--- config.mk ---
export PLATFORM = sky130hd
export DESIGN_NAME = rf_subsys_top
export DESIGN_NICKNAME = d
export VERILOG_FILES = /design/src/rf_pkg.sv /design/src/rf_array.sv /design/src/rf_power_seq.sv /design/src/rf_pg_wrapper.sv /design/src/rf_apb_ctrl.sv /design/src/rf_subsys_top.sv
export SDC_FILE = /design/constraint.sdc
export NUM_CORES = 2
export LEC_CHECK = 0
export ABC_AREA = 1
export BUFFER_PORTS_ARGS = -buffer_cell sky130_fd_sc_hd__buf_2
export CAP_MARGIN = 10
export CORE_MARGIN = 2
export CORE_UTILIZATION = 50
export CTS_BUF_LIST = sky130_fd_sc_hd__clkbuf_2 sky130_fd_sc_hd__clkbuf_4 sky130_fd_sc_hd__clkbuf_8
export CTS_CLUSTER_SIZE = 28
export DETAILED_ROUTE_END_ITERATION = 10
export PLACE_DENSITY = 0.65
export SLEW_MARGIN = 20
export SYNTH_ARGS = -nofsm -noshare
export SYNTH_HDL_FRONTEND = slang
export SYNTH_SLANG_ARGS = --single-unit
--- constraint.sdc ---
create_clock -name clk -period 5.6 [get_ports clk]
set_input_delay 0.84 -clock clk [delete_from_list [all_inputs] [get_ports clk]]
set_output_delay 0.84 -clock clk [all_outputs]
set_load 0.05 [all_outputs]
--- src/rf_pkg.sv ---
/*
 * Register file subsystem package
 * Geometry, APB register map, command codes and power sequencing depth
 */
package rf_pkg;

    // --------------------------------------------------
    // Array geometry
    // --------------------------------------------------
    localparam int RF_DEPTH   = 32;
    localparam int RF_ADDR_W  = 5;
    localparam int RF_DATA_W  = 56;
    localparam int APB_ADDR_W = 8;
    localparam int APB_DATA_W = 32;
    // Upper half of an entry as seen through the 32-bit bus
    localparam int HI_W       = RF_DATA_W - APB_DATA_W;

    // Number of flops in the power enable ripple chain
    localparam int PG_STAGES  = 4;

    // --------------------------------------------------
    // APB register offsets, word aligned
    // --------------------------------------------------
    localparam logic [APB_ADDR_W-1:0] REG_CTRL     = 8'h00;
    localparam logic [APB_ADDR_W-1:0] REG_STATUS   = 8'h04;
    localparam logic [APB_ADDR_W-1:0] REG_INDEX    = 8'h08;
    localparam logic [APB_ADDR_W-1:0] REG_WDATA_LO = 8'h0C;
    localparam logic [APB_ADDR_W-1:0] REG_WDATA_HI = 8'h10;
    localparam logic [APB_ADDR_W-1:0] REG_CMD      = 8'h14;
    localparam logic [APB_ADDR_W-1:0] REG_RDATA_LO = 8'h18;
    localparam logic [APB_ADDR_W-1:0] REG_RDATA_HI = 8'h1C;

    // Codes written to REG_CMD
    localparam logic [APB_DATA_W-1:0] CMD_WRITE = 32'd1;
    localparam logic [APB_DATA_W-1:0] CMD_READ  = 32'd2;

    // Command FSM encodings
    localparam logic [1:0] ST_IDLE  = 2'd0;
    localparam logic [1:0] ST_WAIT1 = 2'd1;
    localparam logic [1:0] ST_WAIT2 = 2'd2;

endpackage

--- src/rf_array.sv ---
`timescale 1ns/1ns
/*
 * 32x56 two-port register file array
 * Per-entry valid bits model retention loss, read port is registered
 */
module rf_array (
    input  logic                          clk,
    input  logic                          reset_sync,
    input  logic                          we,
    input  logic [rf_pkg::RF_ADDR_W-1:0]  waddr,
    input  logic [rf_pkg::RF_DATA_W-1:0]  wdata,
    input  logic                          re,
    input  logic [rf_pkg::RF_ADDR_W-1:0]  raddr,
    input  logic                          isol_en,
    input  logic                          pwr_enable_b,
    output logic [rf_pkg::RF_DATA_W-1:0]  rdata
);
    import rf_pkg::*;

    logic [RF_DATA_W-1:0] mem [RF_DEPTH];
    logic [RF_DEPTH-1:0]  valid;
    logic                 wr_ok;

    // Writes only land while the array is powered and not clamped
    assign wr_ok = we && !isol_en && !pwr_enable_b;

    // --------------------------------------------------
    // Storage
    // --------------------------------------------------
    always_ff @(posedge clk) begin
        if (wr_ok) begin
            mem[waddr] <= wdata;
        end
    end

    // Valid bits stand in for the cell contents surviving a power cycle
    always_ff @(posedge clk) begin
        if (reset_sync) begin
            valid <= '0;
        end else if (pwr_enable_b) begin
            // Supply is off, so every entry is lost
            valid <= '0;
        end else if (wr_ok) begin
            valid[waddr] <= 1'b1;
        end
    end

    // --------------------------------------------------
    // Registered read port
    // --------------------------------------------------
    always_ff @(posedge clk) begin
        if (reset_sync) begin
            rdata <= '0;
        end else if (re) begin
            // Unwritten or isolated entries read back as zero
            if (valid[raddr] && !isol_en) begin
                rdata <= mem[raddr];
            end else begin
                rdata <= '0;
            end
        end
    end

    // The controller and the wrapper gate together keep traffic off a clamped array
    assert property (@(posedge clk) disable iff (reset_sync)
        isol_en |-> !(we || re));

endmodule

--- src/rf_power_seq.sv ---
`timescale 1ns/1ns
/*
 * Power gate sequencer for the register file
 * Ripples the enable through a flop chain, then releases isolation
 */
module rf_power_seq (
    input  logic clk,
    input  logic reset_sync,
    input  logic pwr_req,
    output logic pwr_enable_b,
    output logic isol_en,
    output logic pwr_good
);
    import rf_pkg::*;

    // Active low enable, one flop per power switch segment
    logic [PG_STAGES-1:0] en_b_chain;
    logic                 isol_q;

    // --------------------------------------------------
    // Enable ripple chain
    // --------------------------------------------------
    always_ff @(posedge clk) begin
        if (reset_sync || !pwr_req) begin
            // Dropping the request turns every segment off at once
            en_b_chain <= '1;
        end else begin
            en_b_chain <= {en_b_chain[PG_STAGES-2:0], 1'b0};
        end
    end

    // Isolation lifts one cycle after the last segment turns on
    always_ff @(posedge clk) begin
        if (reset_sync || !pwr_req) begin
            isol_q <= 1'b1;
        end else begin
            isol_q <= en_b_chain[PG_STAGES-1];
        end
    end

    // --------------------------------------------------
    // Outputs
    // --------------------------------------------------
    // Power-down bypasses the chain so the array sees it in the same cycle
    assign pwr_enable_b = en_b_chain[PG_STAGES-1] | ~pwr_req;
    assign isol_en      = isol_q | ~pwr_req;
    assign pwr_good     = ~isol_en & ~pwr_enable_b;

    // Power-good only once every switch segment in the chain is on
    assert property (@(posedge clk) disable iff (reset_sync)
        pwr_good |-> (en_b_chain == '0));

endmodule

--- src/rf_pg_wrapper.sv ---
`timescale 1ns/1ns
/*
 * Power-gated register file wrapper
 * Synchronizes reset and places the array behind the power sequencer
 */
module rf_pg_wrapper (
    input  logic                          clk,
    input  logic                          reset,
    input  logic                          pwr_req,
    input  logic                          we,
    input  logic [rf_pkg::RF_ADDR_W-1:0]  waddr,
    input  logic [rf_pkg::RF_DATA_W-1:0]  wdata,
    input  logic                          re,
    input  logic [rf_pkg::RF_ADDR_W-1:0]  raddr,
    output logic [rf_pkg::RF_DATA_W-1:0]  rdata,
    output logic                          pwr_good
);

    logic reset_meta;
    logic reset_sync;
    logic isol_en;
    logic pwr_enable_b;
    logic we_gated;
    logic re_gated;

    // --------------------------------------------------
    // Two-flop reset synchronizer
    // --------------------------------------------------
    always_ff @(posedge clk) begin
        if (reset) begin
            reset_meta <= 1'b1;
            reset_sync <= 1'b1;
        end else begin
            reset_meta <= 1'b0;
            reset_sync <= reset_meta;
        end
    end

    // Accesses pass only once the sequencer reports power-good
    assign we_gated = we & pwr_good;
    assign re_gated = re & pwr_good;

    rf_power_seq u_power_seq (
        .clk          (clk),
        .reset_sync   (reset_sync),
        .pwr_req      (pwr_req),
        .pwr_enable_b (pwr_enable_b),
        .isol_en      (isol_en),
        .pwr_good     (pwr_good)
    );

    rf_array u_array (
        .clk          (clk),
        .reset_sync   (reset_sync),
        .we           (we_gated),
        .waddr        (waddr),
        .wdata        (wdata),
        .re           (re_gated),
        .raddr        (raddr),
        .isol_en      (isol_en),
        .pwr_enable_b (pwr_enable_b),
        .rdata        (rdata)
    );

endmodule

--- src/rf_apb_ctrl.sv ---
`timescale 1ns/1ns
/*
 * APB slave for the register file subsystem
 * Register map, staged data halves and the entry command FSM
 */
module rf_apb_ctrl (
    input  logic                           clk,
    input  logic                           reset,
    input  logic [rf_pkg::APB_ADDR_W-1:0]  paddr,
    input  logic                           psel,
    input  logic                           penable,
    input  logic                           pwrite,
    input  logic [rf_pkg::APB_DATA_W-1:0]  pwdata,
    output logic [rf_pkg::APB_DATA_W-1:0]  prdata,
    output logic                           pready,
    output logic                           pslverr,
    output logic                           pwr_req,
    output logic                           we,
    output logic [rf_pkg::RF_ADDR_W-1:0]   waddr,
    output logic [rf_pkg::RF_DATA_W-1:0]   wdata,
    output logic                           re,
    output logic [rf_pkg::RF_ADDR_W-1:0]   raddr,
    input  logic [rf_pkg::RF_DATA_W-1:0]   rdata,
    input  logic                           pwr_good
);
    import rf_pkg::*;

    logic [1:0]            state;
    logic [RF_ADDR_W-1:0]  index_q;
    logic [APB_DATA_W-1:0] wdata_lo_q;
    logic [HI_W-1:0]       wdata_hi_q;
    logic [APB_DATA_W-1:0] rdata_lo_q;
    logic [HI_W-1:0]       rdata_hi_q;
    logic                  access;
    logic                  mapped;
    logic                  cmd_mem;
    logic                  start;
    logic                  reg_wr;

    // --------------------------------------------------
    // Decode
    // --------------------------------------------------
    assign access = psel && penable;
    assign mapped = paddr inside {REG_CTRL, REG_STATUS, REG_INDEX, REG_WDATA_LO,
                                  REG_WDATA_HI, REG_CMD, REG_RDATA_LO, REG_RDATA_HI};

    // A known command code written to the command register
    assign cmd_mem = access && pwrite && (paddr == REG_CMD) &&
                     (pwdata == CMD_WRITE || pwdata == CMD_READ);
    // Memory commands only start with the array powered
    assign start   = (state == ST_IDLE) && cmd_mem && pwr_good;
    assign reg_wr  = access && pwrite && (state == ST_IDLE);

    // Memory pulses come straight out of the first access cycle
    assign we    = start && (pwdata == CMD_WRITE);
    assign re    = start && (pwdata == CMD_READ);
    assign waddr = index_q;
    assign raddr = index_q;
    assign wdata = {wdata_hi_q, wdata_lo_q};

    // Writes finish from WAIT2, reads pass WAIT1 first
    assign pready  = (state == ST_WAIT2) || ((state == ST_IDLE) && !start);
    // Errors only show in a zero-wait completion
    assign pslverr = access && (state == ST_IDLE) && !start && (!mapped || cmd_mem);

    // --------------------------------------------------
    // Command FSM
    // --------------------------------------------------
    always_ff @(posedge clk) begin
        if (reset) begin
            state <= ST_IDLE;
        end else begin
            case (state)
                ST_IDLE: begin
                    if (we) begin
                        state <= ST_WAIT2;
                    end else if (re) begin
                        state <= ST_WAIT1;
                    end
                end
                ST_WAIT1: state <= ST_WAIT2;
                default:  state <= ST_IDLE;
            endcase
        end
    end

    // --------------------------------------------------
    // Registers
    // --------------------------------------------------
    always_ff @(posedge clk) begin
        if (reset) begin
            pwr_req    <= 1'b0;
            index_q    <= '0;
            wdata_lo_q <= '0;
            wdata_hi_q <= '0;
            rdata_lo_q <= '0;
            rdata_hi_q <= '0;
        end else begin
            if (reg_wr) begin
                case (paddr)
                    REG_CTRL:     pwr_req    <= pwdata[0];
                    REG_INDEX:    index_q    <= pwdata[RF_ADDR_W-1:0];
                    REG_WDATA_LO: wdata_lo_q <= pwdata;
                    REG_WDATA_HI: wdata_hi_q <= pwdata[HI_W-1:0];
                    default: ;
                endcase
            end
            // Array data is valid in WAIT1 and lands just as pready rises
            if (state == ST_WAIT1) begin
                rdata_lo_q <= rdata[APB_DATA_W-1:0];
                rdata_hi_q <= rdata[RF_DATA_W-1:APB_DATA_W];
            end
        end
    end

    // Read mux, the command register reads as zero
    always_comb begin
        prdata = '0;
        if (psel && !pwrite) begin
            case (paddr)
                REG_CTRL:     prdata = {{(APB_DATA_W-1){1'b0}}, pwr_req};
                REG_STATUS:   prdata = {{(APB_DATA_W-1){1'b0}}, pwr_good};
                REG_INDEX:    prdata = {{(APB_DATA_W-RF_ADDR_W){1'b0}}, index_q};
                REG_WDATA_LO: prdata = wdata_lo_q;
                REG_WDATA_HI: prdata = {{(APB_DATA_W-HI_W){1'b0}}, wdata_hi_q};
                REG_RDATA_LO: prdata = rdata_lo_q;
                REG_RDATA_HI: prdata = {{(APB_DATA_W-HI_W){1'b0}}, rdata_hi_q};
                default:      prdata = '0;
            endcase
        end
    end

    // The master never raises penable outside a selected transfer
    assert property (@(posedge clk) disable iff (reset) penable |-> psel);

    // An entry write completes one cycle after its strobe
    assert property (@(posedge clk) disable iff (reset) we |=> pready);

    // An entry read holds the bus one more cycle for the registered array data
    assert property (@(posedge clk) disable iff (reset) re |=> !pready ##1 pready);

endmodule

--- src/rf_subsys_top.sv ---
`timescale 1ns/1ns
/*
 * Register file subsystem top level
 * APB controller in front of the power-gated memory wrapper
 */
module rf_subsys_top (
    input  logic                           clk,
    input  logic                           reset,
    input  logic [rf_pkg::APB_ADDR_W-1:0]  paddr,
    input  logic                           psel,
    input  logic                           penable,
    input  logic                           pwrite,
    input  logic [rf_pkg::APB_DATA_W-1:0]  pwdata,
    output logic [rf_pkg::APB_DATA_W-1:0]  prdata,
    output logic                           pready,
    output logic                           pslverr
);
    import rf_pkg::*;

    // Controller to memory wrapper
    logic                 pwr_req;
    logic                 we;
    logic [RF_ADDR_W-1:0] waddr;
    logic [RF_DATA_W-1:0] wdata;
    logic                 re;
    logic [RF_ADDR_W-1:0] raddr;
    // Memory wrapper back to controller
    logic [RF_DATA_W-1:0] rdata;
    logic                 pwr_good;

    rf_apb_ctrl u_apb_ctrl (
        .clk      (clk),
        .reset    (reset),
        .paddr    (paddr),
        .psel     (psel),
        .penable  (penable),
        .pwrite   (pwrite),
        .pwdata   (pwdata),
        .prdata   (prdata),
        .pready   (pready),
        .pslverr  (pslverr),
        .pwr_req  (pwr_req),
        .we       (we),
        .waddr    (waddr),
        .wdata    (wdata),
        .re       (re),
        .raddr    (raddr),
        .rdata    (rdata),
        .pwr_good (pwr_good)
    );

    rf_pg_wrapper u_pg_wrapper (
        .clk      (clk),
        .reset    (reset),
        .pwr_req  (pwr_req),
        .we       (we),
        .waddr    (waddr),
        .wdata    (wdata),
        .re       (re),
        .raddr    (raddr),
        .rdata    (rdata),
        .pwr_good (pwr_good)
    );

endmodule

Yosys cells after proc, flatten, opt, wreduce, memory -nomap -nowiden
Memory sizes are Yosys's and may differ from the RTL's. A register that Yosys moved wholly into a read port is not among the register bits.
Cells that the tools add are included.
{ "word_totals": {"ram_bits": 1792, "mem_count": 1, "reg_bits": 215, "wordCells": 90, "out_inout_bits": 34} }
{ "memory_table": {"columns": ["memory", "words", "word_bits", "rd", "rd_clocked_by_memory_dff", "write_ports", "line", "rtl"], "rows": [
  ["u_pg_wrapper.u_array.mem", 32, 56, 1, 1, 1, "rf_array.sv:20", "logic [RF_DATA_W-1:0] mem [RF_DEPTH];"]
]} }
{ "op_classes": {"magnitude_cmp": 2, "n_eq_ne": 12, "bitwise_logic": 9, "n_reduce_logical": 36, "n_mux": 16} }
{ "op_table": {"columns": ["operator", "count"], "rows": [
  ["32-bit case mux with 7 select lines", 1],
  ["56-bit 2-to-1 mux", 1],
  ["32-bit by 1-bit == test with 1-bit output (second input constant)", 1],
  ["32-bit by 2-bit == test with 1-bit output (second input constant)", 1],
  ["8-bit by 5-bit == test with 1-bit output (second input constant)", 4],
  ["32-bit 2-to-1 mux", 1],
  ["32-bit OR", 1],
  ["1-bit logical AND", 18],
  ["8-bit by 4-bit == test with 1-bit output (second input constant)", 2],
  ["5-bit 2-to-1 mux", 2],
  ["8-bit by 3-bit == test with 1-bit output (second input constant)", 1],
  ["8-bit logical NOT", 1],
  ["2-bit AND reduction", 4],
  ["8-bit nonzero test", 1],
  ["1-bit logical NOT", 6],
  ["5-bit by 6-bit less-than comparator with 1-bit output (second input constant)", 1],
  ["1-bit 2-to-1 mux", 6],
  ["1-bit binary-select mux with 5-bit select", 1],
  ["1-bit demux with 5-bit select", 1],
  ["5-bit by 1-bit >= comparator with 1-bit output (second input constant)", 1],
  ["1-bit logical OR", 4],
  ["2-bit 2-to-1 mux", 2],
  ["2-bit case mux with 2 select lines", 1],
  ["1-bit AND", 3],
  ["other kinds (7)", 10]
]} }

Depth between registers and ports, before layout
{ "depth": {"word_depth": 12, "ltp_mapped": 15} }

Hierarchy
From an unflattened synthesis, not the netlist that was laid out.
{ "unflattened": {"cells_unflattened": 7175, "area_unflattened_um2": 80547.3} }
{ "modules_own_cells": {"columns": ["mod", "n_inst", "cells_per_inst", "seq_area_each_um2", "area_per_inst_um2"], "rows": [
  ["rf_array", 1, 6338, 55573.3, 74814.3],
  ["rf_apb_ctrl", 1, 809, 2402.3, 5504.0],
  ["rf_power_seq", 1, 19, 100.1, 162.7],
  ["rf_pg_wrapper", 1, 9, 40.0, 66.3]
]} }

Worst setup path after synthesis
No wires, ideal clock.
{ "synth_path": {"path_type": "in2reg", "from": "input paddr[7] (netlist bit)", "to": "memory u_pg_wrapper.u_array.mem[3][0], enable pin", "arrival_ps": 4288, "path_slack_ps": 842, "stages": 8, "cell_sequence": "nor2_1 -> nand2_1 -> nor4_1 -> nand3_1 -> nor2_1 -> buf_2 -> nand2_1 -> nor2_1"} }
{ "synth_via": {"elab_chain_cells": 11} }
{ "synth_rtl": {"columns": ["item", "line", "rtl"], "rows": [
  ["start: declaration", "rf_subsys_top.sv:9", "input logic [rf_pkg::APB_ADDR_W-1:0] paddr,"],
  ["8-bit by 5-bit == test with 1-bit output", "rf_apb_ctrl.sv:48", "assign cmd_mem = access && pwrite && (paddr == REG_CMD) &&"],
  ["1-bit logical AND (2 in series)", "rf_apb_ctrl.sv:48", null],
  ["1-bit logical AND (2 in series)", "rf_apb_ctrl.sv:51", "assign start = (state == ST_IDLE) && cmd_mem && pwr_good;"],
  ["1-bit logical AND", "rf_apb_ctrl.sv:55", "assign we = start && (pwdata == CMD_WRITE);"],
  ["1-bit AND", "rf_pg_wrapper.sv:40", "assign we_gated = we & pwr_good;"],
  ["1-bit logical AND (2 in series)", "rf_array.sv:25", "assign wr_ok = we && !isol_en && !pwr_enable_b;"],
  ["1-bit 2-to-1 mux", "rf_array.sv:31", "if (wr_ok) begin"],
  ["1-bit 2-to-1 mux (not written as such)", "rf_array.sv:32", "mem[waddr] <= wdata;"],
  ["end: declaration", "rf_array.sv:20", null]
]} }
No other way between the ends.

Final worst setup path
{ "layout_path": {"from": "input paddr[7] (netlist bit)", "to": "output prdata[0] (netlist bit)"} }
{ "layout_via": {"elab_chain_cells": 3} }
{ "layout_rtl": {"columns": ["item", "line", "rtl"], "rows": [
  ["8-bit by 5-bit == test with 1-bit output, or another cell as far along", "rf_apb_ctrl.sv:120", "case (paddr)"],
  ["32-bit case mux with 7 select lines (*)", "rf_apb_ctrl.sv:120", null],
  ["32-bit 2-to-1 mux (*)", "rf_apb_ctrl.sv:119", "if (psel && !pwrite) begin"],
  ["end: declaration", "rf_subsys_top.sv:14", "output logic [rf_pkg::APB_DATA_W-1:0] prdata,"]
]} }
Mark *: on every way between the ends. The rest lies on a longest branch, timed or not.

==> run summary <==
Status - finished clean
Core area - 0.160 mm2
Slowest stage delay, CP - 390 ps
Boundary pin count - 79
R2R cell count - 11
MaxCap Viol Count - 0
Die width - 405 um
Final min period - 4130 ps
Iter 0 DRT Violations - 7799
Layer with the highest usage - met2
Net Sw Frac - 20.1%
Port Buf Inserts - 78
Vias/cell - 5.96
Post-synth cell types - 32
GRT Total Usage - 30.7%
# Post-CTS Setup Buffers - 0
Critical path origin - paddr[7]
Total grt overflow - 0
DR pass1 iterations - 6
Post-Syn Area - 0.0805 mm2
Synthesized Nets - 7091
Drt wl/cell - 26.6 um
Final setup vio count - 0
CP Data Required Time - 4760 ps
Synth Flop Type - edfxtp_1
Max-slew violation count - 0
Worst slew margin relative to its limit - 19.8%
Starting density of the core - 50.2%
Most frequent cell after synthesis - nand2_1
Post-synth EDFFs - 1792
Layout cells sized above 1 - 12.9%
Met1 Resource Use GR - 40.3%
Ys async rst share - 0%
Total Power - 0.0290 W
Setup CP Type - in2out
Max Fclk - 242 MHz
Logic gate share of total power - 0.3%
Cells after Synth - 7046
Latest clock arrival within the worst-skew pair - 1030 ps
Setup crit end - prdata[0]
Sequential Power Share - 55.6%
# resized after CTS - 0
Yosys warnings - 0
H-tree depth - 5
Clock group share of total power - 44.1%
Final hold vios - 0
Post-DP HPWL - 145000 um
Worst EP arrival - 3290 ps
Worst R2R Setup Slack - 2050 ps
Row count - 147
Sequential area share after synthesis - 72.3%
Static Leak - 30.3 nW
RSZ-0062 raised after global routing - false
Root Buffer - clkbuf_8
Post-DRT Antenna Nets - 0
Yosys top cell area share - 66.9%
Pint - 0.0232 W
CP Cell Sequence - buf_2, nor2_1, nand2_1, nor2_1, nand2_1, inv_1, buf_4, nand2_1, o21ai_0, nor4_1, nor2_1, buf_2
Vias in the first global route - 53832
TritonCTS clock tree - built
Die Ht - 405 um
Via count - 56793
GR Util met3 - 6.57%
Final period util - 73.7%
Reg clk slew, reported paths - 60 ps
Worst Tran Pin Value - 1200 ps
VDD IR max - 0.000305 V
Hold Path Class - in2reg
Area Overhead vs Synth - 11.9%
CTS Buf Count - 337
Largest net degree at the start of global routing - 154
Clk_skew - 84.6 ps
Die ar. - 0.164 mm2
Element type at the critical path end - primary output
Total wire length - 254000 um
Worst Path Max Fanout - 18
Clock Tree Buf Depth - 4
Switching power of the nets - 0.00582 W
Pwr/cell area - 322 mW/mm2
Synth top area cells - edfxtp_1 67%, nand3_1 11%, nand2_1 9.6%
Cell taking the most area after synthesis - edfxtp_1
First-pass GRT wire length - 367000 um
Setup TNS - 0 ps
CTS sink cnt - 2012
Nets@finish - 7166
Post-synthesis area per instance - 11.4 um2
Met2 usage in global routing - 46.9%
GPL Wtd Cong - 0.893
Critical R2R Capture - u_pg_wrapper.u_array.rdata[2]$_SDFFE_PP0P_
# DRC - 0
Initial antenna violation count - 12
Hold path cells - 3
Critical path's slowest cell - inv_1
Top cells by count, synth - 2069 x nand2_1, 1792 x edfxtp_1, 1778 x nand3_1
#FFs+latches synth - 2012
Worst Setup Start Kind - input port
-- layout by cell type, fill, tap and decap left out, drive strengths merged, types with 3 or more instances in the layout --
cell type,Yosys,routed
o21ai,128,128
nor3,9,9
clkinvlp,0,4
inv,105,109
a41oi,19,19
clkinv,2,73
nor4,4,4
diode,0,5
a221oi,4,4
bufinv,0,3
nand3,1818,1818
a21oi,111,111
clkbuf,312,501
edfxtp,1792,1792
buf,162,209
nor2,277,277
dfxtp,220,220
nand2,2069,2069
or2,7,7
-- cells by family after synthesis --
family          Yosys count  synth area share [%]
buf+inv                 581                  2.98
simple gates           4188                  22.7
flops                  2012                  72.3
compound gates          265                  1.96
-- metrics by stage --
stage | cells | cell area, um2 | setup WS (ps) | util [%] | hold slack, ps
floorplan | 7046 | 80500 | 842 | - | 389
global placement | 8941 | 83500 | 1090 | 52.1 | 395
detailed placement | 8941 | 83500 | 1140 | 52.1 | 397
CTS | 9525 | 90100 | 1500 | 56.2 | 2.09
global route | 9528 | 90100 | 1330 | 56.2 | 46.9
finish | 9530 | 90100 | 1470 | 56.2 | 92.4
-- critical path: cells and delay by family --
family                 cells  cell delay (ps)
AOI/OAI and AO/OA          1              100
buffers and inverters      4             1200
and+or+nand+nor            7             1140
-- state kept, by name, summed over array words and instances (netlist names), named ones only --
name,cells
u_apb_ctrl.rdata_lo_q,32
u_pg_wrapper.reset_meta,1
u_apb_ctrl.wdata_lo_q,32
u_apb_ctrl.pwr_req,1
u_apb_ctrl.wdata_hi_q,24
u_pg_wrapper.u_array.valid,32
u_apb_ctrl.rdata_hi_q,24
u_pg_wrapper.u_array.rdata,56
u_apb_ctrl.raddr,5
u_apb_ctrl.state,2
u_pg_wrapper.reset_sync,1
u_pg_wrapper.u_power_seq.en_b_chain,4
u_pg_wrapper.u_power_seq.isol_q,1
u_pg_wrapper.u_array.mem,1792
-- cell type report --
type / count / area [um2]
diodes: 5 / 12.5
multi-input cells: 4453 / 20000
clock inverters: 82 / 449
inverters: 107 / 494
clock buffers: 501 / 6070
repair buffers: 210 / 2060
flip-flops and latches: 2012 / 58300
fillers: 13325 / 70100
well taps: 2160 / 2700
-- power groups by stage --
stage	clock (W)	combinational, W	sequential [W]
2_1_floorplan	0	0.0000466	0.0164
3_3_place_gp	0	0.0000824	0.0164
3_5_place_dp	0	0.0000831	0.0164
4_1_cts	0.0129	0.0000838	0.0161
5_1_grt	0.0135	0.0000917	0.0161
6_report	0.0128	0.0000860	0.0161
-- worst min path at each step --
stage,startpoint,end,slack [ps]
2_1_floorplan,u_pg_wrapper.reset_meta$_DFF_P_,u_pg_wrapper.reset_sync$_SDFF_PP1_,390
3_3_place_gp,u_pg_wrapper.reset_meta$_DFF_P_,u_pg_wrapper.reset_sync$_SDFF_PP1_,400
3_5_place_dp,u_pg_wrapper.u_power_seq.en_b_chain[2]$_SDFF_PP1_,u_pg_wrapper.u_power_seq.en_b_chain[3]$_SDFF_PP1_,400
4_1_cts,pwdata[24],u_apb_ctrl.wdata_lo_q[24]$_SDFFE_PP0P_,2
5_1_grt,pwdata[24],u_apb_ctrl.wdata_lo_q[24]$_SDFFE_PP0P_,50
6_report,pwdata[30],u_apb_ctrl.wdata_lo_q[30]$_SDFFE_PP0P_,90
-- what timing repair did --
action | in CTS | in global routing
setup endpoints to repair | 0 | 0
hold endpoints to repair | 1 | 0
hold buffers | 1 | 0
-- routing by layer --
layer  part of all wire, %  up-vias  wire length, um
met5                 0.022        -               57
met4                   6.8       10            17200
met3                    10      617            25600
met2                    46     3418           115000
met1                    38    27763            95400
li1                      -    24985                -
Note: power is estimated with default switching activity, not from simulation.
